===== config.mk =====
export PLATFORM = sky130hd
export DESIGN_NAME = frame_int_timer
export DESIGN_NICKNAME = d
export VERILOG_FILES = /design/src/design/arcade_map_pkg.sv /design/src/design/arcade_ctrl_pkg.sv /design/src/design/frame_int_timer.sv
export SDC_FILE = /design/constraint.sdc
export NUM_CORES = 1
export LEC_CHECK = 0
export ABC_AREA = 1
export BUFFER_PORTS_ARGS = -buffer_cell sky130_fd_sc_hd__buf_2
export CAP_MARGIN = 15
export CORE_AREA = 2 2 39 41
export CTS_CLUSTER_DIAMETER = 60
export CTS_CLUSTER_SIZE = 12
export DETAILED_ROUTE_END_ITERATION = 7
export DIE_AREA = 0 0 41 43
export HOLD_SLACK_MARGIN = 0.06
export PLACE_DENSITY = 0.69
export SYNTH_ARGS = -nofsm -noshare
export SYNTH_HDL_FRONTEND = slang
export SYNTH_SLANG_ARGS = --single-unit

===== constraint.sdc =====
create_clock -name clk -period 2.3 [get_ports clk]
set_input_delay 0.46 -clock clk [delete_from_list [all_inputs] [get_ports clk]]
set_output_delay 0.46 -clock clk [all_outputs]
set_load 0.03 [all_outputs]

===== src/design/arcade_map_pkg.sv =====
// ----------------------------------------------------------------------
// CPU-side memory map of the work RAM window and its special cells.
// Offsets are relative to ram_base; only one 4K window is decoded.
// ----------------------------------------------------------------------
package arcade_map_pkg;

  // work RAM window seen by the CPU, 0x4800 to 0x57FF
  localparam logic [15:0] ram_base = 16'h4800;
  localparam int ram_addr_w = 12;
  localparam int ram_depth = 1 << ram_addr_w;

  // input port cells, CPU sees them at 0x5000 and 0x5040
  localparam logic [ram_addr_w-1:0] in0_offset = 12'h800;
  localparam logic [ram_addr_w-1:0] in1_offset = 12'h840;

  // game mode and credit cells
  localparam logic [ram_addr_w-1:0] mode_offset = 12'h600;
  localparam logic [ram_addr_w-1:0] credit_offset = 12'h66E;

  // interrupt enable register
  // a write here sets the enable from data bit 0, RAM is not touched
  localparam logic [15:0] int_en_addr = 16'h5000;

  // preset byte values written at power-up
  // all stick and coin bits inactive high
  localparam logic [7:0] in0_idle = 8'h9F;
  localparam logic [7:0] in1_idle = 8'hFF;
  // credit count loaded at boot
  localparam logic [7:0] credit_init = 8'h63;

  // upper nibble of an injected joystick byte
  localparam logic [3:0] move_prefix = 4'h9;

endpackage


===== src/design/arcade_ctrl_pkg.sv =====
// ----------------------------------------------------------------------
// Bus request structs plus boot and frame interrupt timing constants.
// Interrupt period is scaled down for simulation.
// ----------------------------------------------------------------------
package arcade_ctrl_pkg;

  // CPU side request, strobes active low
  typedef struct packed {
    logic [15:0] addr;
    logic [7:0]  dout;
    logic        mreq_n;
    logic        rd_n;
    logic        wr_n;
  } cpu_bus_t;

  // work RAM port request, strobes active high
  typedef struct packed {
    logic [arcade_map_pkg::ram_addr_w-1:0] addr;
    logic [7:0]                            din;
    logic                                  en;
    logic                                  we;
  } ram_req_t;

  // startup counter, stops at boot_done_count
  localparam int unsigned boot_done_count = 100;
  localparam int boot_cnt_w = $clog2(boot_done_count + 1);

  // preset write slots on the startup count
  localparam logic [boot_cnt_w-1:0] preset_in0_slot = 7'd10;
  localparam logic [boot_cnt_w-1:0] preset_in1_slot = 7'd20;
  localparam logic [boot_cnt_w-1:0] preset_mode_slot = 7'd30;
  localparam logic [boot_cnt_w-1:0] preset_credit_slot = 7'd40;

  // joystick change window, counter saturates one past it
  localparam int unsigned change_window = 20;
  localparam int change_cnt_w = $clog2(change_window + 2);

  // move byte slots on the change count
  localparam logic [change_cnt_w-1:0] move_in0_slot = 5'd5;
  localparam logic [change_cnt_w-1:0] move_in1_slot = 5'd10;

  // frame interrupt period in clock cycles
  localparam int unsigned int_period_cycles = 2000;
  localparam int int_cnt_w = $clog2(int_period_cycles + 1);

endpackage


===== src/design/frame_int_timer.sv =====
// ----------------------------------------------------------------------
// Free-running frame timer, int_n pulses low one cycle per wrap if enabled.
// ----------------------------------------------------------------------
`timescale 1ns/1ps

module frame_int_timer
  import arcade_ctrl_pkg::*;
(
  input  logic clk,
  input  logic reset_n,
  input  logic int_en_wr,
  input  logic int_en_bit,
  output logic cpu_int_n
);

  logic [int_cnt_w-1:0] int_cnt;
  logic                 int_en;
  logic                 wrap;

  // wrap after int_period_cycles, so pulses are period+1 apart
  assign wrap = (int_cnt == int_cnt_w'(int_period_cycles));

  always_ff @(posedge clk or negedge reset_n) begin
    if (!reset_n) begin
      int_cnt   <= '0;
      cpu_int_n <= 1'b1;
    end else if (wrap) begin
      int_cnt   <= '0;
      cpu_int_n <= !int_en;
    end else begin
      int_cnt   <= int_cnt + 1'b1;
      cpu_int_n <= 1'b1;
    end
  end

  // enable taken from the 0x5000 write strobe
  // visible the cycle after the write
  always_ff @(posedge clk or negedge reset_n) begin
    if (!reset_n) begin
      int_en <= 1'b0;
    end else if (int_en_wr) begin
      int_en <= int_en_bit;
    end
  end

endmodule


**Word level (Yosys, flattened, before mapping)**

Cells that the tools add are included.

- Output and inout bits: 1
- Word-level logic and storage cells: 8
- Flip-flop bits (word level): 13
- Input bits: 4

- Add/subtract/negate cells: 1
- Eq/ne operators: 1
- Reductions and logical operators: 1
- Muxes and demuxes: 2

Operators with widths:

| kind | number |
|---|---|
| 11-bit by 1-bit adder with 11-bit output (second input constant) | 1 |
| 11-bit equality test (second input constant) | 1 |
| 11-bit two-way mux | 1 |
| 1-bit logical NOT | 1 |
| 1-bit two-way mux | 1 |

**Depth between registers and ports, before layout**

- Depth in word-level cells: 2
- Depth in mapped cells: 7
- Depth with buffers taken out: 7

**Worst setup path after synthesis**

OpenSTA, ideal clock, no wires.

- Kind: reg-to-reg
- Start: register int_cnt[0]
- End: register int_cnt[0]
- Stages on the path, launching flop included: 8
- Slack: 1.185 ns
- Path buffers: 0
- Library setup time: 0.121 ns
- Period minus slack after synthesis: 1.115 ns
- Data required time: 2.179 ns
- Arrival time: 0.994 ns
- Cells stage by stage: dfrtp_1 -> inv_1 -> ha_1 -> nand2_1 -> nor2_2 -> nand3_4 -> inv_2 -> nor2_1

- Longest elaborated chain between the ends: 2
- Elaborated cells between the ends (all ways): 3
- Classes of those cells: add/sub: 1; eq/ne: 1; mux: 1

Ends and longest elaborated chain:

| what | RTL line | source |
|---|---|---|
| start, declared | frame_int_timer.sv:16 | `logic [int_cnt_w-1:0] int_cnt;` |
| start signal, assigned | frame_int_timer.sv:31 | `int_cnt <= int_cnt + 1'b1;` |
| 11-bit by 1-bit adder with 11-bit output / 11-bit equality test (equally long branches) | frame_int_timer.sv:31, frame_int_timer.sv:21 |  |
| 11-bit two-way mux (*) | frame_int_timer.sv:27 | `end else if (wrap) begin` |

Mark *: on every way between the ends. The rest lies on a longest branch, timed or not.
A chain may end at the register's enable or synchronous reset.

**Worst setup path after layout**

- Start: register cpu_int_n
- End: output cpu_int_n

RTL lines:

| what | RTL line | source |
|---|---|---|
| start, declared | frame_int_timer.sv:13 | `output logic cpu_int_n` |
| start signal, assigned | frame_int_timer.sv:29 | `cpu_int_n <= !int_en;` |

No word-level cell between the ends.

==> impl_metrics.ini <==
[worst_setup_path]
timing.rr.end = int_cnt[2]$_DFF_PN0_
worstPathMaxFanout = 1
crit_path_cell_trace = buf_2
crit_family = flip-flops
r2r-start = int_cnt[0]$_DFF_PN0_
critical-path-max-stage-delay_ns = 0.52
cp.arrival_ns = 0.98
critPathCaptureType = primary output
cp.buffers_inverters = 1
ff2ff_setup_slack_ns = 1.09
critPathRequiredTime_ns = 1.84
r2r_cells = 7
start_kind = flop
cpMaxStageDelayCell = dfstp_2
setup.worst_path.class = reg -> out

[yosys]
synth-seq-cells = 13
synth_top_family_by_area = simple AND/OR/NAND/NOR gates
synth-simple-area-share_pct = 32.51
synthAdderAreaFrac_pct = 3.781
muxShareOfSynthArea_pct = 1.701
syn_inst = 76
ys_seq_area_share_pct = 49.34
synth_compound_area_share_pct = 3.025
synth_area_um2 = 661.9
yosysWarnings = 0
synthXorXnorAreaFrac_pct = 3.970
ys_types = 17
syn_nets = 82
syn_area_per_cell_um2 = 8.709

[min_path]
hold-path-cell-count = 1
min_from = int_en$_DFFE_PN0P_
hp-class = reg -> reg
min_to = cpu_int_n$_DFF_PN1_

[cells_and_area]
final_nets = 92
fillCellCount = 134
drive_gt1_share_pct = 22.35
most-common-layout-cells = nor2_1, nand2_1, dfrtp_1
final_common_cell = nor2_1
area_growth_pct = 11.72
antenna_cells = 0

[status]
status = finished clean

[drt]
wire_per_inst_um = 10.27
firstDrtPassIters = 2
avgViaCountPerCell = 4.713
wl_um = 1037
vias = 476
drcViolationCount = 0
drtIter0Drc = 1
drtAntennaViolNets = 0

[sta]
finalHoldViolations = 0
final.setup.tns_ns = 0
clock_skew_ns = 0.006858
setup_viol = 0
finalCriticalPeriod_ns = 1.441
rsz0062_at_grt = no
worst_hold_slack_ns = 0.4016
finalMaxSlewViolations = 0
relSlewSlack_pct = 80.99
max_clock_freq_mhz = 693.7
worst_slew_pin_slew_ns = 0.2852
finalCritPeriodShare_pct = 62.67

[floorplanning]
fp.dieH_um = 43
dieArea_um2 = 1763
start_util_pct = 47.83
rows = 14
dieWidth_um = 41
pin_count = 5
core_um2 = 1384

[grt]
grt_pass1_vias = 407
grt_usage_pct = 14.39
antenna_found_initial = 0
grt_pass1_wl_um = 1607
grt_start_max_net_pins = 14
grt-ovfl-total = 0

[pwr]
peakVddDrop_uv = 309.7
p_per_area_nw_per_um2 = 525.2
cellLeakagePower_nw = 0.3765

[cts]
cts_sinks = 13
clkTransAtPathRegs_ns = 0.08
clk_latency_ns = 0.29
cts_tree = done
htreeDepth = 1
cts_root_buf = clkbuf_4
cts_setup_buffers = 0
cts_buffers = 3
cts_buffer_depth = 2

[placed_design]
dp_hpwl_um = 799.1
port_buffers = 4
gp_congestion = 0.7652

[job]
cap_violations = 0
[routing by layer]
metal  global-route usage (%)  vias to the layer above  wire length, um
met5                        0                        -                0
met4                    8.000                        0               25
met3                    4.712                        3               29
met2                    20.94                        5              505
met1                    17.97                      215              477
li1                         -                      253                -
[cell type report]
type,count,area [um2],area share (%)
clock inverter,1,5.005,0.6768
sequential,13,326.6,44.16
timing repair buffer,5,30.03,4.061
inverter,10,37.54,5.076
multi-input combinational,53,297.8,40.27
clock buffer,3,22.52,3.046
tap,16,20.02,2.707
[synthesized netlist by cell type]
master	instances	share of area, %
dfstp_2	1	4.0
nand2_2	2	1.9
dfrtp_1	12	45
nor2_1	17	9.6
a21oi_1	4	3.0
nor2_4	2	3.4
nand2_1	14	7.9
xnor2_1	1	1.3
nor2_2	1	0.95
nand3_4	1	2.6
inv_1	9	5.1
inv_2	1	0.57
ha_1	2	3.8
mux2_2	1	1.7
nand3_1	4	3.0
xor2_1	2	2.6
nand3_2	2	3.0
[flip-flops by register name (all words and copies together), names as in the netlist]
signal,count
cpu_int_n,1
int_en,1
int_cnt,11
[metrics by stage]
| stage | total power [mW] | area, um2 | instances | utilization [%] | worst slack (ns) |
|---|---|---|---|---|---|
| 6_report | 0.3884 | 739.5 | 101 | 53.44 | 0.8585 |
| 5_1_grt | 0.4057 | 739.5 | 101 | 53.44 | 0.8401 |
| 2_1_floorplan | 0.2372 | 661.9 | 76 | - | 1.185 |
| 3_3_place_gp | 0.2440 | 701.9 | 96 | 50.72 | 1.097 |
| 4_1_cts | 0.3928 | 739.5 | 101 | 53.44 | 0.8456 |
| 3_5_place_dp | 0.2443 | 701.9 | 96 | 50.72 | 1.084 |
[kinds of logic (layout without fill, tap and decap cells)]
logic type | Yosys count | in the layout
XOR/XNOR | 3 | 3
AO/OA/AOI/OAI | 4 | 4
flip-flops | 13 | 13
multiplexers | 1 | 1
buffers and inverters | 10 | 19
AND/OR/NAND/NOR | 43 | 43
adder cells (fa/ha/maj) | 2 | 2
[worst max path at each step]
stage	start	slack (ns)	to	cells after the start
after global placement	int_cnt[0]$_DFF_PN0_	1.10	int_cnt[0]$_DFF_PN0_	7
after detailed placement	int_cnt[0]$_DFF_PN0_	1.08	int_cnt[1]$_DFF_PN0_	7
after floorplan	int_cnt[0]$_DFF_PN0_	1.19	int_cnt[0]$_DFF_PN0_	7
after CTS	cpu_int_n$_DFF_PN1_	0.85	cpu_int_n	1
final	cpu_int_n$_DFF_PN1_	0.86	cpu_int_n	1
after global routing	cpu_int_n$_DFF_PN1_	0.84	cpu_int_n	1
[repair_timing]
action                    4_1_cts  5_1_grt
hold buffers                    1        0
resized for setup               0        0
hold endpoints to repair       12        0
[report_power, final]
| group | switching, mW | internal [mW] |
|---|---|---|
| Clock | 0.0830 | 0.0647 |
| Combinational | 0.00516 | 0.00444 |
| Sequential | 0.000869 | 0.230 |
| Total | 0.0891 | 0.299 |
Note: power is estimated with default switching activity, not from simulation.
