## config.mk

```make
export PLATFORM = sky130hd
export DESIGN_NAME = ram_preset_writer
export DESIGN_NICKNAME = d
export VERILOG_FILES = /design/src/design/arcade_map_pkg.sv /design/src/design/arcade_ctrl_pkg.sv /design/src/design/ram_preset_writer.sv
export SDC_FILE = /design/constraint.sdc
export NUM_CORES = 1
export LEC_CHECK = 0
export BUFFER_PORTS_ARGS = -buffer_cell sky130_fd_sc_hd__buf_4
export CORE_MARGIN = 5
export CORE_UTILIZATION = 55
export CTS_BUF_LIST = sky130_fd_sc_hd__clkbuf_16
export CTS_CLUSTER_SIZE = 25
export DETAILED_ROUTE_END_ITERATION = 10
export PLACE_DENSITY = 0.9
export SYNTH_ARGS = -nofsm -noshare
export SYNTH_HDL_FRONTEND = slang
export SYNTH_SLANG_ARGS = --single-unit
```

## constraint.sdc

```tcl
create_clock -name clk -period 3.2 [get_ports clk]
set_input_delay 0.16 -clock clk [delete_from_list [all_inputs] [get_ports clk]]
set_output_delay 0.16 -clock clk [all_outputs]
set_load 0.02 [all_outputs]
```

## src/design/arcade_map_pkg.sv

```systemverilog
// ----------------------------------------------------------------------
// CPU-side memory map of the work RAM window and its special cells.
// Offsets are relative to ram_base; only one 4K window is decoded.
// ----------------------------------------------------------------------
package arcade_map_pkg;

  // work RAM window seen by the CPU, 0x4800 to 0x57FF
  localparam logic [15:0] ram_base = 16'h4800;
  localparam int ram_addr_w = 12;
  localparam int ram_depth = 1 << ram_addr_w;

  // input port cells, CPU sees them at 0x5000 and 0x5040
  localparam logic [ram_addr_w-1:0] in0_offset = 12'h800;
  localparam logic [ram_addr_w-1:0] in1_offset = 12'h840;

  // game mode and credit cells
  localparam logic [ram_addr_w-1:0] mode_offset = 12'h600;
  localparam logic [ram_addr_w-1:0] credit_offset = 12'h66E;

  // interrupt enable register
  // a write here sets the enable from data bit 0, RAM is not touched
  localparam logic [15:0] int_en_addr = 16'h5000;

  // preset byte values written at power-up
  // all stick and coin bits inactive high
  localparam logic [7:0] in0_idle = 8'h9F;
  localparam logic [7:0] in1_idle = 8'hFF;
  // credit count loaded at boot
  localparam logic [7:0] credit_init = 8'h63;

  // upper nibble of an injected joystick byte
  localparam logic [3:0] move_prefix = 4'h9;

endpackage

```

## src/design/arcade_ctrl_pkg.sv

```systemverilog
// ----------------------------------------------------------------------
// Bus request structs plus boot and frame interrupt timing constants.
// Interrupt period is scaled down for simulation.
// ----------------------------------------------------------------------
package arcade_ctrl_pkg;

  // CPU side request, strobes active low
  typedef struct packed {
    logic [15:0] addr;
    logic [7:0]  dout;
    logic        mreq_n;
    logic        rd_n;
    logic        wr_n;
  } cpu_bus_t;

  // work RAM port request, strobes active high
  typedef struct packed {
    logic [arcade_map_pkg::ram_addr_w-1:0] addr;
    logic [7:0]                            din;
    logic                                  en;
    logic                                  we;
  } ram_req_t;

  // startup counter, stops at boot_done_count
  localparam int unsigned boot_done_count = 100;
  localparam int boot_cnt_w = $clog2(boot_done_count + 1);

  // preset write slots on the startup count
  localparam logic [boot_cnt_w-1:0] preset_in0_slot = 7'd10;
  localparam logic [boot_cnt_w-1:0] preset_in1_slot = 7'd20;
  localparam logic [boot_cnt_w-1:0] preset_mode_slot = 7'd30;
  localparam logic [boot_cnt_w-1:0] preset_credit_slot = 7'd40;

  // joystick change window, counter saturates one past it
  localparam int unsigned change_window = 20;
  localparam int change_cnt_w = $clog2(change_window + 2);

  // move byte slots on the change count
  localparam logic [change_cnt_w-1:0] move_in0_slot = 5'd5;
  localparam logic [change_cnt_w-1:0] move_in1_slot = 5'd10;

  // frame interrupt period in clock cycles
  localparam int unsigned int_period_cycles = 2000;
  localparam int int_cnt_w = $clog2(int_period_cycles + 1);

endpackage

```

## src/design/ram_preset_writer.sv

```systemverilog
// ----------------------------------------------------------------------
// Power-up preset writes and joystick byte injection into the input cells.
// ready stays low during boot and during every joystick change window.
// ----------------------------------------------------------------------
`timescale 1ns/1ps

module ram_preset_writer
  import arcade_map_pkg::*;
  import arcade_ctrl_pkg::*;
(
  input  logic       clk,
  input  logic       reset_n,
  input  logic [1:0] sw_mode,
  input  logic [1:0] joystick,
  output ram_req_t   preset_req,
  output logic       ready
);

  logic [boot_cnt_w-1:0]   boot_cnt;
  logic [change_cnt_w-1:0] change_cnt;
  logic [1:0]              joy_q;
  logic                    boot_done;
  logic                    joy_change;
  logic [7:0]              move_byte;

  // low nibble of the input byte, one active-low bit per direction
  function automatic logic [3:0] move_code(input logic [1:0] joy);
    logic [3:0] code;
    case (joy)
      2'b00:   code = 4'hE;
      2'b01:   code = 4'hD;
      2'b10:   code = 4'hB;
      default: code = 4'h7;
    endcase
    return code;
  endfunction

  assign boot_done  = (boot_cnt == boot_cnt_w'(boot_done_count));
  assign joy_change = (joystick != joy_q);
  assign move_byte  = {move_prefix, move_code(joystick)};

  always_ff @(posedge clk or negedge reset_n) begin
    if (!reset_n) begin
      boot_cnt   <= '0;
      change_cnt <= '0;
      joy_q      <= '0;
      ready      <= 1'b0;
    end else begin
      joy_q <= joystick;
      // startup count, holds once boot is done
      if (!boot_done) begin
        boot_cnt <= boot_cnt + 1'b1;
      end else if (change_cnt <= change_cnt_w'(change_window)) begin
        change_cnt <= change_cnt + 1'b1;
      end
      // stick moved, restart the injection window
      if (joy_change) begin
        change_cnt <= '0;
      end
      ready <= boot_done && (change_cnt > change_cnt_w'(change_window)) && !joy_change;
    end
  end

  // one-cycle write requests, only while the CPU is held off
  always_comb begin
    preset_req = '0;
    if (!ready) begin
      case (boot_cnt)
        preset_in0_slot: begin
          preset_req.addr = in0_offset;
          preset_req.din  = in0_idle;
          preset_req.en   = 1'b1;
          preset_req.we   = 1'b1;
        end
        preset_in1_slot: begin
          preset_req.addr = in1_offset;
          preset_req.din  = in1_idle;
          preset_req.en   = 1'b1;
          preset_req.we   = 1'b1;
        end
        preset_mode_slot: begin
          preset_req.addr = mode_offset;
          preset_req.din  = {6'd0, sw_mode};
          preset_req.en   = 1'b1;
          preset_req.we   = 1'b1;
        end
        preset_credit_slot: begin
          preset_req.addr = credit_offset;
          preset_req.din  = credit_init;
          preset_req.en   = 1'b1;
          preset_req.we   = 1'b1;
        end
        default: ;
      endcase
      // change count sits at zero until boot is done
      case (change_cnt)
        move_in0_slot: begin
          preset_req.addr = in0_offset;
          preset_req.din  = move_byte;
          preset_req.en   = 1'b1;
          preset_req.we   = 1'b1;
        end
        move_in1_slot: begin
          preset_req.addr = in1_offset;
          preset_req.din  = move_byte;
          preset_req.en   = 1'b1;
          preset_req.we   = 1'b1;
        end
        default: ;
      endcase
    end
  end

endmodule

```

; After elaboration in Yosys (flattened, before gate mapping)
; Cells that the tools add are included.
[classes]
add_sub_neg = 2
order_cmp = 2
eq_ne = 10
muxes = 7
reduce_logical = 7
[ops]
columns = op, n
row1 = $pmux W22 S4, 1
row2 = $pmux W22 S2, 1
row3 = $mux W22, 1
row4 = $mux W5, 3
row5 = $eq A7 B5 Y1 const B, 2
row6 = $pmux W4 S3, 1
row7 = $add A7 B1 Y7 const B, 1
row8 = $eq A7 B4 Y1 const B, 1
row9 = $eq A7 B6 Y1 const B, 1
row10 = $eq A7 B7 Y1 const B, 1
row11 = $add A5 B1 Y5 const B, 1
row12 = $eq A5 B3 Y1 const B, 1
row13 = $eq A5 B4 Y1 const B, 1
row14 = $gt A5 B5 Y1 const B, 1
row15 = $le A5 B5 Y1 const B, 1
row16 = $reduce_bool A2 Y1, 2
row17 = $eq A2 B1 Y1 const B, 1
row18 = $eq A2 B2 Y1 const B, 1
row19 = $logic_and A1 B1 Y1, 2
row20 = $logic_not A2 Y1, 1
row21 = $ne A2 B2 Y1, 1
row22 = $reduce_and A2 Y1, 1
row23 = $logic_not A1 Y1, 1
[word_totals]
ff_bits = 15
out_inout_bits = 23
word_cells = 32

; Longest topological paths before layout
[logic_depth]
word_depth = 4
depth_mapped = 7

; Least setup slack after synthesis
; No wires, ideal clock.
[synth_path]
path_kind = register -> output
start = register boot_cnt[6]
end = output port preset_req[8] (netlist name)
arrival_time_ns = 1.874
t_required_ns = 3.040
slack_ns = 1.166
stages_incl_launch_ff = 6
path_cell_list = dfrtp_1 > or4b_1 > or2_1 > nor2b_1 > nor2_1 > buf_4
[synth_lines]
columns = item, line_no
row1 = "start, declared", ram_preset_writer.sv:19  ; logic [boot_cnt_w-1:0] boot_cnt;
row2 = "start signal, assigned", ram_preset_writer.sv:52  ; boot_cnt <= boot_cnt + 1'b1;
row3 = "end, declared", ram_preset_writer.sv:15  ; output ram_req_t preset_req,

==> impl_results.md <==
- Outcome: finished clean
- Setup CP Type: reg2out
- Gr ovfl total: 0
- Synthesized area: between 1000 and 1500 um2
- Clk pwr share: 53.1%
- CTS buffer count: 3
- Post-DR vias/cell: approximately 5.7
- Synth Area in XOR/XNOR: around 6.7%
- Fill count: between 100 and 150
- Sequential Area: 375.4 um2
- Critical Path Start Type: flip-flop
- Largest family of logic cells by synthesized area: simple AND/OR/NAND/NOR gates
- Core Util, Final: 71.42%
- Initial antenna violation count: 0
- Top-level I/O count: 29
- Root buffer cell: clkbuf_16
- Post-Route WL: approximately 2.4 mm
- Post-route DRC violation count: 0
- Number of nets still failing antenna checks after routing: 0
- Sink count of the clock tree: 15
- Number of setup buffers added after CTS: 0
- Cells on Worst Hold Path: 1
- Peak Freq: 442.7 MHz
- TritonRoute pass-1 iters: 4
- Logic pwr share: 4.5%
- CP arrival: 2.10 ns
- RePlAce Congestion: just over 0.8
- ANT cells: 0
- Yosys cell types: 32
- Final Hold Fails: 0
- Synth Warn #: 0
- CTS Buffer Depth: 2
- Sw frac: between 10% and 20%
- Leak pwr: around 0.00058 uW
- DP HPWL: roughly 1.7 mm
- Drt wl/cell: around 15 um
- Die area: ~2900 um2
- CTS tree: built
- Register area share after synthesis: 36.14%
- Synth Area in Adders: around 8.4%
- Most common cell after layout, fill and taps aside: buf_4
- P_int: 363.7 uW
- Period Utilization, post-route: 70.59%
- Simple logic cell fraction of the synthesized area: a little under a quarter
- Primary FF master, synth: dfrtp_1
- Reg power frac: between 40% and 50%
- Max Slew Vio Count: 0
- Net switching power: ~90 uW
- Row Count: 15
- Final #Nets: 147
- TNS Setup: 0 ns
- Maximum vdd drop: approximately 0.25 mV
- Ys async rst share: 100.0%
- Commonest cells after routing, fill and taps aside: buf_4 (24), dfrtp_1 (15), inv_1 (9), a21oi_1 (8)
- Share of cells above drive strength 1: 23.31%
- RSZ-0062 raised after global routing: no
- Required @ worst endpoint: around 3.0 ns
- H-tree levels: 1
- Core box area: between 1500 and 2000 um2
- Iter 0 DRT Violations: 22
- Mux cell area share after synthesis: 0%
- CTS clk-pin slew, worst paths: roughly 0.050 ns
- Crit end category: primary output
- Vias in the first global route: between 800 and 900
- GRT Total Usage: 19.60%
- Flop-to-flop setup slack: 1.46 ns
- Synth-to-layout area growth: 21.33%
- Avg Cell Area, Syn: 9.190 um2
- Compound-cell area share of the yosys netlist: about 14%
- Register-to-Register Path Depth: 6
- Hold Crit Class: in2reg
- CP max FO: 4
- Pwr dens: 359.5 nW/um2
- Max cap viols: 0
- Initial Utilization: ~59%
- Final setup vio count: 0
- Multi-input logic area: around 550 um2
- Die W: roughly 53 um
- Largest net degree at the start of global routing: 16
- Cell count after synthesis: between 100 and 150
- Clk_lat worst skew: around 0.24 ns
- Crit path time final: 2.259 ns
- DIE HEIGHT: 53.46 um
- Post-synth EDFFs: 0
- Synthesized flop and latch total: 15
- Routed via count: between 800 and 900
- Layout Skew: roughly 0.0012 ns
- First-pass GRT wire length: about 4 mm
- PortBufs: 24
-- path summary, 6_finish.rpt --
check / startpoint / to
max in group asynchronous: reset_n / boot_cnt[5]$_DFFE_PN0P_
min reg2reg: boot_cnt[0]$_DFFE_PN0P_ / boot_cnt[0]$_DFFE_PN0P_
max reg2reg: change_cnt[0]$_DFFE_PN0P_ / change_cnt[3]$_DFFE_PN0P_
min: joystick[1] / joy_q[1]$_DFF_PN0_
max: boot_cnt[0]$_DFFE_PN0P_ / preset_req[1]
min in group asynchronous: reset_n / boot_cnt[1]$_DFFE_PN0P_
-- flip-flops by register name (all words and copies together) (netlist names) --
signal / flops
boot_cnt: 7
change_cnt: 5
joy_q: 2
ready: 1
-- repair_timing --
action | CTS | global route
hold endpoints to repair | 15 | 0
gates resized for setup | 0 | 0
hold buffers | 1 | 0
setup endpoints to repair | 0 | 0
-- kinds of logic (layout without fill, tap and decap cells) --
kind of cell	count (synthesis)	in the layout
compound gates	22	22
xor+xnor	8	8
fa+ha+maj	7	7
buf+inv	20	37
flops	15	15
other cells	1	4
simple gates	40	40
-- cell usage after synthesis (2+ instances only) --
cell	n	area [um2]
or4_1	2	15.01
nand3b_1	2	15.01
nor2_1	6	22.52
buf_4	12	90.09
a31oi_1	2	12.51
nor2b_1	4	25.02
nand2_1	7	26.28
o31ai_1	3	22.52
xnor2_1	5	43.79
a21oi_1	8	40.04
inv_1	8	30.03
o21ai_0	4	20.02
ha_1	7	87.58
nor3_1	4	20.02
dfrtp_1	15	375.4
xor2_1	3	26.28
nand3_1	6	30.03
-- metal layers --
layer,routed length (um),up-vias,global-route usage (%)
met5,0,-,0
met4,57,0,11.06
met3,232,7,4.225
met2,1172,45,33.27
met1,936,424,22.36
li1,-,421,-
-- metrics by stage --
stage          instances  power (uW)  setup WS (ns)  hold WS, ns  cell area, um2
5_1_grt              158       463.7         0.7264      0.06681            1260
3_3_place_gp         153       214.1          1.247      0.02019            1171
2_1_floorplan        116       207.2          1.166      -0.1356            1050
6_report             158       452.9         0.9412      0.06458            1260
3_5_place_dp         153       214.6          1.250      0.02554            1171
4_1_cts              158       455.0         0.9599      0.06257            1260
-- critical path, cell delays in order, from the launching register on --
cell and delay, ns:
dfrtp_1 0.39, inv_1 0.11, ha_1 0.26, nor4b_1 0.16, and3_1 0.22, nor3_1 0.37, a21oi_1 0.16, buf_4 0.18
-- power by group through the flow --
stage / Sequential [uW] / Combinational, uW / Clock (uW)
2_1_floorplan: 195 / 12.2 / 0
3_3_place_gp: 195 / 19.2 / 0
3_5_place_dp: 195 / 19.7 / 0
4_1_cts: 192 / 20.7 / 242
5_1_grt: 192 / 23.2 / 249
6_report: 192 / 20.5 / 241
-- area by class of cell --
type | count | share of cell area [%]
Clock buffer | 3 | 5.958
Sequential cell | 15 | 29.79
Inverter | 8 | 2.383
Clock inverter | 1 | 0.2979
Multi-Input combinational cell | 81 | 43.99
Tap cell | 25 | 2.483
Timing Repair Buffer | 25 | 15.09
Note: power is estimated with default switching activity, not from simulation.
