==> src/design/arcade_map_pkg.sv <==
// ----------------------------------------------------------------------
// CPU-side memory map of the work RAM window and its special cells.
// Offsets are relative to ram_base; only one 4K window is decoded.
// ----------------------------------------------------------------------
package arcade_map_pkg;

  // work RAM window seen by the CPU, 0x4800 to 0x57FF
  localparam logic [15:0] ram_base = 16'h4800;
  localparam int ram_addr_w = 12;
  localparam int ram_depth = 1 << ram_addr_w;

  // input port cells, CPU sees them at 0x5000 and 0x5040
  localparam logic [ram_addr_w-1:0] in0_offset = 12'h800;
  localparam logic [ram_addr_w-1:0] in1_offset = 12'h840;

  // game mode and credit cells
  localparam logic [ram_addr_w-1:0] mode_offset = 12'h600;
  localparam logic [ram_addr_w-1:0] credit_offset = 12'h66E;

  // interrupt enable register
  // a write here sets the enable from data bit 0, RAM is not touched
  localparam logic [15:0] int_en_addr = 16'h5000;

  // preset byte values written at power-up
  // all stick and coin bits inactive high
  localparam logic [7:0] in0_idle = 8'h9F;
  localparam logic [7:0] in1_idle = 8'hFF;
  // credit count loaded at boot
  localparam logic [7:0] credit_init = 8'h63;

  // upper nibble of an injected joystick byte
  localparam logic [3:0] move_prefix = 4'h9;

endpackage

==> src/design/arcade_ctrl_pkg.sv <==
// ----------------------------------------------------------------------
// Bus request structs plus boot and frame interrupt timing constants.
// Interrupt period is scaled down for simulation.
// ----------------------------------------------------------------------
package arcade_ctrl_pkg;

  // CPU side request, strobes active low
  typedef struct packed {
    logic [15:0] addr;
    logic [7:0]  dout;
    logic        mreq_n;
    logic        rd_n;
    logic        wr_n;
  } cpu_bus_t;

  // work RAM port request, strobes active high
  typedef struct packed {
    logic [arcade_map_pkg::ram_addr_w-1:0] addr;
    logic [7:0]                            din;
    logic                                  en;
    logic                                  we;
  } ram_req_t;

  // startup counter, stops at boot_done_count
  localparam int unsigned boot_done_count = 100;
  localparam int boot_cnt_w = $clog2(boot_done_count + 1);

  // preset write slots on the startup count
  localparam logic [boot_cnt_w-1:0] preset_in0_slot = 7'd10;
  localparam logic [boot_cnt_w-1:0] preset_in1_slot = 7'd20;
  localparam logic [boot_cnt_w-1:0] preset_mode_slot = 7'd30;
  localparam logic [boot_cnt_w-1:0] preset_credit_slot = 7'd40;

  // joystick change window, counter saturates one past it
  localparam int unsigned change_window = 20;
  localparam int change_cnt_w = $clog2(change_window + 2);

  // move byte slots on the change count
  localparam logic [change_cnt_w-1:0] move_in0_slot = 5'd5;
  localparam logic [change_cnt_w-1:0] move_in1_slot = 5'd10;

  // frame interrupt period in clock cycles
  localparam int unsigned int_period_cycles = 2000;
  localparam int int_cnt_w = $clog2(int_period_cycles + 1);

endpackage

==> src/design/work_ram_arbiter.sv <==
// ----------------------------------------------------------------------
// Work RAM port mux between preset writer and CPU, plus the 0x5000 decode.
// CPU requests while wait_n is low are dropped, no retry.
// ----------------------------------------------------------------------
`timescale 1ns/1ps

module work_ram_arbiter
  import arcade_map_pkg::*;
  import arcade_ctrl_pkg::*;
(
  input  logic       clk,
  input  logic       reset_n,
  input  cpu_bus_t   cpu_bus,
  input  ram_req_t   preset_req,
  input  logic       ready,
  input  logic [7:0] rdata,
  output ram_req_t   ram_req,
  output logic       int_en_wr,
  output logic       int_en_bit,
  output logic [7:0] cpu_di,
  output logic       cpu_wait_n
);

  logic [15:0] cpu_off;
  logic        in_window;
  logic        cpu_rd;
  logic        cpu_wr;
  logic        int_en_hit;
  logic        rd_pend;
  logic        rd_hit;
  logic [7:0]  cpu_di_q;
  logic [7:0]  rd_data;

  // CPU only sees the bus once the preset writer lets go
  assign cpu_wait_n = ready;

  // offset into the window and range check
  assign cpu_off   = cpu_bus.addr - ram_base;
  assign in_window = (cpu_bus.addr >= ram_base) && (cpu_off[15:ram_addr_w] == '0);

  // single-cycle strobes, honoured only while not waiting
  assign cpu_rd = ready && !cpu_bus.mreq_n && !cpu_bus.rd_n;
  assign cpu_wr = ready && !cpu_bus.mreq_n && !cpu_bus.wr_n;

  // interrupt enable register write, kept out of RAM
  assign int_en_hit = (cpu_bus.addr == int_en_addr);
  assign int_en_wr  = cpu_wr && int_en_hit;
  assign int_en_bit = cpu_bus.dout[0];

  always_comb begin
    if (!ready) begin
      ram_req = preset_req;
    end else begin
      ram_req.addr = cpu_off[ram_addr_w-1:0];
      ram_req.din  = cpu_bus.dout;
      // reads of 0x5000 still go to the input cell
      ram_req.en   = in_window && (cpu_rd || (cpu_wr && !int_en_hit));
      ram_req.we   = in_window && cpu_wr && !int_en_hit;
    end
  end

  // read completes one cycle after the request
  always_ff @(posedge clk or negedge reset_n) begin
    if (!reset_n) begin
      rd_pend <= 1'b0;
      rd_hit  <= 1'b0;
    end else begin
      rd_pend <= cpu_rd;
      rd_hit  <= cpu_rd && in_window;
    end
  end

  // out-of-window reads return zero
  assign rd_data = rd_hit ? rdata : 8'h00;

  // hold last read data, rdata moves on later accesses
  always_ff @(posedge clk) begin
    if (rd_pend) begin
      cpu_di_q <= rd_data;
    end
  end

  assign cpu_di = rd_pend ? rd_data : cpu_di_q;

endmodule

==> config.mk <==
export PLATFORM = sky130hd
export DESIGN_NAME = work_ram_arbiter
export DESIGN_NICKNAME = d
export VERILOG_FILES = /design/src/design/arcade_map_pkg.sv /design/src/design/arcade_ctrl_pkg.sv /design/src/design/work_ram_arbiter.sv
export SDC_FILE = /design/constraint.sdc
export NUM_CORES = 1
export LEC_CHECK = 0
export ABC_AREA = 1
export BUFFER_PORTS_ARGS = -buffer_cell sky130_fd_sc_hd__clkbuf_2
export CAP_MARGIN = 25
export CORE_ASPECT_RATIO = 0.8
export CORE_MARGIN = 2
export CORE_UTILIZATION = 30
export DETAILED_ROUTE_END_ITERATION = 7
export GPL_TIMING_DRIVEN = 0
export PLACE_DENSITY_LB_ADDON = 0.15
export SKIP_CTS_REPAIR_TIMING = 1
export SLEW_MARGIN = 20
export SYNTH_ARGS = -nofsm -noshare
export SYNTH_HDL_FRONTEND = slang
export SYNTH_SLANG_ARGS = --single-unit
==> constraint.sdc <==
create_clock -name clk -period 0.8 [get_ports clk]
set_input_delay 0.04 -clock clk [delete_from_list [all_inputs] [get_ports clk]]
set_output_delay 0.04 -clock clk [all_outputs]
set_load 0.02 [all_outputs]
* Yosys cells after proc, flatten, opt, wreduce, memory -nomap -nowiden *
Cells that the tools add are included.

word-level totals
  bits in registers = 10
  input bits = 60
  output and inout bits = 33
  logic and storage cells = 25

operators by class
  add/subtract/negate cells = 1
  $lt $le $gt $ge = 1
  equality and inequality tests = 1
  multiplexer cells = 3
  reduce and logical (&&, ||, !) cells = 16

operators by type and width
  kind                      number
  $mux W22                  1
  $eq A16 B15 Y1 const B    1
  $ge A16 B15 Y1 const B    1
  $mux W8                   2
  $sub A16 B15 Y16 const B  1
  $logic_and A1 B1 Y1       10
  $logic_not A1 Y1          4
  $logic_not A4 Y1          1
  $logic_or A1 B1 Y1        1

* Logic depth before layout (Yosys ltp) *
Gate-level depths: netlist (run 1).

  depth in word-level cells = 7
  gate-level depth with buffers = 9
  mapped depth without buffers = 9

* Least setup slack after synthesis (run 1) *
OpenSTA, ideal clock, no wires.

  path type = register -> register
  start = register rd_pend
  end = register cpu_di_q[0]
  arrival time = 0.955 ns
  required time = 0.649 ns
  setup slack = -0.306 ns
  cell stages (with the launch flop) = 3
  period minus slack after synthesis = 1.106 ns
  cells stage by stage = dfrtp_1 -> buf_2 -> o21ai_1

between the ends
  word-level cells in the longest chain between the ends = 1

ends and longest elaborated chain
  item                    line                    text
  start, declared         work_ram_arbiter.sv:29  logic rd_pend;
  start signal, assigned  work_ram_arbiter.sv:68  rd_pend <= cpu_rd;
  $mux W8                 n/a
  via cpu_di[0]           work_ram_arbiter.sv:20  output logic [7:0] cpu_di,
  end signal, assigned    work_ram_arbiter.sv:79  cpu_di_q <= rd_data;
  end, declared           work_ram_arbiter.sv:31  logic [7:0] cpu_di_q;

The timed path passes the listed nets, and every way through them passes these cells.

* Worst setup path in the final report (run 1) *
  start = register rd_pend
  end = output cpu_di[2]

between the ends
  word-level cells in the longest chain between the ends = 1

ends and longest elaborated chain
  item           line
  $mux W8        n/a
  end, declared  work_ram_arbiter.sv:20

Every way passes these cells.

==> metrics, run 1 <==
Final nets=315; Hold Worst Slack=0.0393 ns; number of CTS-inserted buffers=3; H-tree depth=1; initial antenna violation count=0; Tmin final=1.24 ns; Least-Margin Pin Slew=0.203 ns; power share of the sequential group=29.7%; WL final=2.96 mm; Max-Cap Viols=0; Startpoint Class=register; net switching power figure=0.585 mW; DP Area=0.00149 mm^2; DRT iter0 DRCs=17; CTS Buffer Depth=2; clock latency on the worst-skew pair=0.27 ns; crit path DAT=1.20 ns; fmax=808 MHz; port bufs=92; maximum vdd drop=0.580 mV; Final Hold Viols=0; Critical Path Fanout Max=5; first-pass GRT wire length=4.19 mm; Syn. warnings=0; Via Count=1196; routed len/inst=10.2 um; setup slack after layout=-0.438 ns; fin. max-slew vios=0; GPL Wtd Cong=0.725; synthesized area per cell=5.54 um^2; commonest cells after routing, fill and taps aside=clkbuf_2, nand2_1, buf_6; clock skew=0.00163 ns; layout cell share with drive strength beyond 1=58.5%; post-synthesis cell type count=19; Lkg Pwr=0.987 nW; grt ovf=0; post-synthesis register bit count=10; switching share of power=34.0%; Final period util=155%; core area=0.00250 mm^2; R2R Setup Slk=-0.18 ns; TritonRoute pass-1 iters=4; synthesized area=815 um^2; # rows=16; Chip Width=62.3 um; status=complete, but fails checks; IO Pins=93; Place WS=-0.422 ns; crit end category=output pin; failing checks=negative setup slack; number of remaining DRC errors=0; pin count of the biggest net entering global routing=11; Slew headroom=86.5%; clk root buf=clkbuf_4; Finished Core Util=74.6%; PwrDens=924 mW/mm^2; synthesized instance count=147; cell count after placement=275; die height=50.6 um; Hold Crit Class=input pin to register; CP cell instances=clkbuf_16 > o21ai_4 > buf_6; total power draw=1.72 mW; Net Count, Synth=208; Vias per Instance=4.14; setup TNS=-4.74 ns; Non-Filler Instances=289; CTS tree=done; combinational power share=43.4%; crit path max-delay cell type=dfrtp_2; Sink Count=10; Fillers=213; vias in the first global route=1040; Ant. Diodes=0; clock network fraction of design power=26.9%; Area Overhead vs Synth=129%; sequential fraction of the synthesis area=25.8%; Antenna Nets Post-Route=0; crit path kind=register to output pin; Critical Path RT=0.76 ns; Initial Util=32.5%; post-detail-place hpwl=2.11 mm; Final Cell Area=0.00187 mm^2; max incr delay on CP=0.46 ns; Clock Pin Slew Worst Setup and Hold Paths=0.07 ns; Cell Int Power=1.14 mW; die footprint=0.00315 mm^2; endpoints failing setup=19; unrepaired setup endpoints after global routing=yes; All-Layer GR Usage=16.6%; commonest non-fill, non-tap cell in the layout=clkbuf_2
## critical path: cells and delay by family, from the launching register on
family / cells / cell delay, ns
compound gates: 1 / 0.14
flops: 1 / 0.46
buf+inv: 2 / 0.33
## cells by family after synthesis
logic type / count (synthesis) / share of synthesized area (%)
buffers and inverters: 26 / 14.0
and+or+nand+nor: 99 / 51.2
adders and majority gates: 1 / 1.54
DFF: 10 / 25.8
AOI/OAI and AO/OA: 11 / 7.53
## cells in the mapped netlist, drive strengths merged
| cell | instances | area share, % |
|---|---|---|
| dfxtp | 8 | 20 |
| clkbuf | 1 | 0.46 |
| buf | 7 | 5.2 |
| nand3 | 9 | 5.5 |
| a21oi | 1 | 1.1 |
| nand4 | 1 | 0.77 |
| nor2 | 12 | 6.5 |
| nor3 | 3 | 3.7 |
| o21ai | 9 | 5.5 |
| nand2 | 74 | 35 |
| a21boi | 1 | 0.92 |
| ha | 1 | 1.5 |
| dfrtp | 2 | 6.1 |
| inv | 18 | 8.3 |
## registers in the layout (all words and copies together) (netlist names)
register / cells
rd_hit: 1
rd_pend: 1
cpu_di_q: 8
## cell type report
cell class	instances	area [um^2]	area share, %
tap	36	45.0	2.41
timing repair buffer	102	692	37.1
sequential	10	211	11.3
inverter	18	90.1	4.83
clock buffer	4	36.3	1.95
multi-input combinational	111	699	37.5
buffer	8	91.3	4.90
## worst paths after layout
check | from | end | depth (start not counted)
max in group asynchronous | reset_n | rd_pend$_DFF_PN0_ | 2
min in group asynchronous | reset_n | rd_pend$_DFF_PN0_ | 2
max | rd_pend$_DFF_PN0_ | cpu_di[2] | 3
min | rdata[0] | cpu_di_q[0]$_DFF_P_ | 3
min reg2reg | cpu_di_q[3]$_DFF_P_ | cpu_di_q[3]$_DFF_P_ | 2
max reg2reg | rd_pend$_DFF_PN0_ | cpu_di_q[7]$_DFF_P_ | 4
## per-layer routing
metal,track usage [%],wire length [um]
met1,19.2,1200
met2,29.9,1550
met3,5.83,195
met4,3.33,11
met5,0,0
## power groups by stage
stage                     Combinational [mW]  Clock, mW  Sequential (mW)
after floorplan                        0.341          0            0.522
after global placement                 0.616          0            0.523
after detailed placement               0.619          0            0.523
after CTS                              0.622      0.479            0.512
after global routing                   0.818      0.508            0.512
final                                  0.748      0.464            0.511
(Power assumes the default switching activity.)
==> inputs of run 2 (changes only) <==
--- a/config.mk
+++ b/config.mk
@@ -5,12 +5,11 @@
 export SDC_FILE = /design/constraint.sdc
 export NUM_CORES = 1
 export LEC_CHECK = 0
-export ABC_AREA = 1
 export BUFFER_PORTS_ARGS = -buffer_cell sky130_fd_sc_hd__clkbuf_2
 export CAP_MARGIN = 25
 export CORE_ASPECT_RATIO = 0.8
 export CORE_MARGIN = 2
-export CORE_UTILIZATION = 30
+export CORE_UTILIZATION = 28
 export DETAILED_ROUTE_END_ITERATION = 7
 export GPL_TIMING_DRIVEN = 0
 export PLACE_DENSITY_LB_ADDON = 0.15
==> metrics, run 2 <==
post-synthesis cell type count=24 (+5); die height=49.8 um (-1.5%); switching share of power=30.5% (-3.5 points); Vias per Instance=4.71 (+14%); Place WS=-0.872 ns (-0.450 ns); IO Pins=93 (unchanged); synthesized area=736 um^2 (-9.7%); Sink Count=10 (unchanged); Ant. Diodes=0 (unchanged); cell count after placement=216 (-21%); Cell Int Power=1.29 mW (+13%); maximum vdd drop=0.768 mV (+32%); number of remaining DRC errors=0 (unchanged); commonest cells after routing, fill and taps aside=clkbuf_2, buf_6, mux2_4; Critical Path Fanout Max=4 (-1); post-synthesis register bit count=10 (unchanged); CTS tree=done; H-tree depth=1 (unchanged); top post-synthesis cells by count=mux2_2, inv_1, nand2_1, o21ai_0, dfxtp_1; endpoints failing setup=22 (+3); Area Overhead vs Synth=168%; Tmin final=1.48 ns (+0.244 ns); fmax=675 MHz (-16%); crit end category=output pin; clock latency on the worst-skew pair=0.26 ns (about the same); Post-synth EDFFs=0 (unchanged); Max-Cap Viols=0 (unchanged); vias in the first global route=922 (-11%); clock network fraction of design power=24.0% (-2.9 points); PwrDens=943 mW/mm^2 (+2.1%); Lkg Pwr=0.991 nW (+0.44%); first-pass GRT wire length=3.83 mm (-8.6%); Async SR Flop Fraction=20.0% (unchanged); cell taking the most area after synthesis=mux2_2; layout cell share with drive strength beyond 1=82.3% (+24 points); Slew headroom=76.2% (-10 points); Clock Pin Slew Worst Setup and Hold Paths=0.07 ns (about the same); Regs by FF count=cpu_di_q (8), rd_hit (1), rd_pend (1); All-Layer GR Usage=16.6% (-0.025 points); grt ovf=0 (unchanged); DRT iter0 DRCs=12 (-5); Hold Crit Class=input pin to register; port bufs=92 (unchanged); core area=0.00246 mm^2 (-1.6%); net switching power figure=0.566 mW (-3.3%); top_reg_cell synth=dfxtp_1; clock skew=0.00171 ns (+0.0000766 ns); Final nets=254 (-19%); WL final=3.22 mm (+9.0%); synthesized area per cell=8.36 um^2 (+51%); top cell type's share of synthesized area=30.6% (-2.6 points); Least-Margin Pin Slew=0.354 ns (+0.151 ns); Chip Width=61.3 um (-1.5%); commonest non-fill, non-tap cell in the layout=clkbuf_2; fin. max-slew vios=0 (unchanged); post-detail-place hpwl=2.21 mm (+4.4%); initial antenna violation count=0 (unchanged); Finished Core Util=80.0% (+5.4 points); Non-Filler Instances=228 (-21%); max reg flops=8 (unchanged); status=complete, but fails checks; number of CTS-inserted buffers=3 (unchanged); power share of the sequential group=27.3% (-2.4 points); CTS Buffer Depth=2 (unchanged); sequential fraction of the synthesis area=28.6% (+2.8 points); setup TNS=-8.22 ns (-3.48 ns); Final Hold Viols=0 (unchanged); setup slack after layout=-0.682 ns (-0.244 ns); combinational power share=48.6% (+5.2 points); clk root buf=clkbuf_4; Initial Util=29.9% (-2.7 points); routed len/inst=14.1 um (+38%); register bank with the most flops=cpu_di_q; unrepaired setup endpoints after global routing=yes; crit path DAT=1.44 ns (+0.24 ns); Antenna Nets Post-Route=0 (unchanged); TritonRoute pass-1 iters=4 (unchanged); Critical Path RT=0.76 ns (about the same); failing checks=negative setup slack; total power draw=1.86 mW (+7.8%); Synth area leaders=mux2_2, dfxtp_1, dfrtp_1; Syn. warnings=0 (unchanged); crit path kind=input pin to output pin; GPL Wtd Cong=0.647 (-11%); die footprint=0.00306 mm^2 (-3.0%); # rows=16 (unchanged); synthesized instance count=88 (-40%); Via Count=1073 (-10%); Final period util=185% (+30 points); pin count of the biggest net entering global routing=11 (unchanged); most common cell in the netlist=mux2_2; Net Count, Synth=149 (-28%); Startpoint Class=input pin
[run 2: layout make-up]
type / count / area, um^2
well taps: 36 / 45.0
fillers: 161 / 493
clock buffers: 4 / 36.3
repair buffers: 101 / 807
multi-input cells: 60 / 731
flip-flops and latches: 10 / 210
inverters: 12 / 70.1
plain buffers: 5 / 70.1
[run 2: stage by stage]
stage,area (um^2),hold slack (ns)
CTS,1550,-0.454
global placement,1520,-0.175
detailed placement,1520,-0.167
global route,1970,0.0159
floorplan,1010,-0.256
finish,1970,0.0168
[run 2: cells by family (layout without fill, tap and decap cells)]
kind of cell / after synthesis / in the layout / synth area share (%)
buffers and inverters: 18 / 122 / 10.2
AND/OR/NAND/NOR: 26 / 26 / 19.0
multiplexers: 20 / 20 / 30.6
flip-flops: 10 / 10 / 28.6
AO/OA/AOI/OAI: 13 / 13 / 9.86
adder cells (fa/ha/maj): 1 / 1 / 1.70
[run 2: power by group through the flow]
stage / Combinational (mW) / Clock [mW] / Sequential (mW)
after floorplan: 0.343 / 0 / 0.518
after global placement: 0.613 / 0 / 0.519
after detailed placement: 0.625 / 0 / 0.519
after CTS: 0.628 / 0.462 / 0.508
after global routing: 0.952 / 0.487 / 0.508
final: 0.904 / 0.446 / 0.508
[run 2: routing by layer]
metal	routed length [um]	vias to the layer above	global-route usage, %
met5	0	-	0
met4	27	0	2.54
met3	224	8	4.72
met2	1740	56	27.8
met1	1230	497	21.1
li1	-	512	-
[run 2: worst paths after layout]
path,start,end,slack (ns),cells after the start
worst max-delay path,cpu_bus[22],ram_req[1],-0.68,8
worst min-delay path,rdata[5],cpu_di_q[5]$_DFF_P_,0.02,3
max in group asynchronous,reset_n,rd_hit$_DFF_PN0_,0.58,2
min in group asynchronous,reset_n,rd_pend$_DFF_PN0_,0.12,2
worst max register to register,rd_pend$_DFF_PN0_,cpu_di_q[4]$_DFF_P_,-0.31,5
worst min register to register,cpu_di_q[1]$_DFF_P_,cpu_di_q[1]$_DFF_P_,0.48,2
[run 2: critical path: stages]
cell     delay, ns
buf_8         0.09
inv_8         0.03
ha_4          0.15
or4_4         0.43
nor4b_4       0.27
a41oi_2       0.10
o21ai_2       0.19
buf_6         0.13
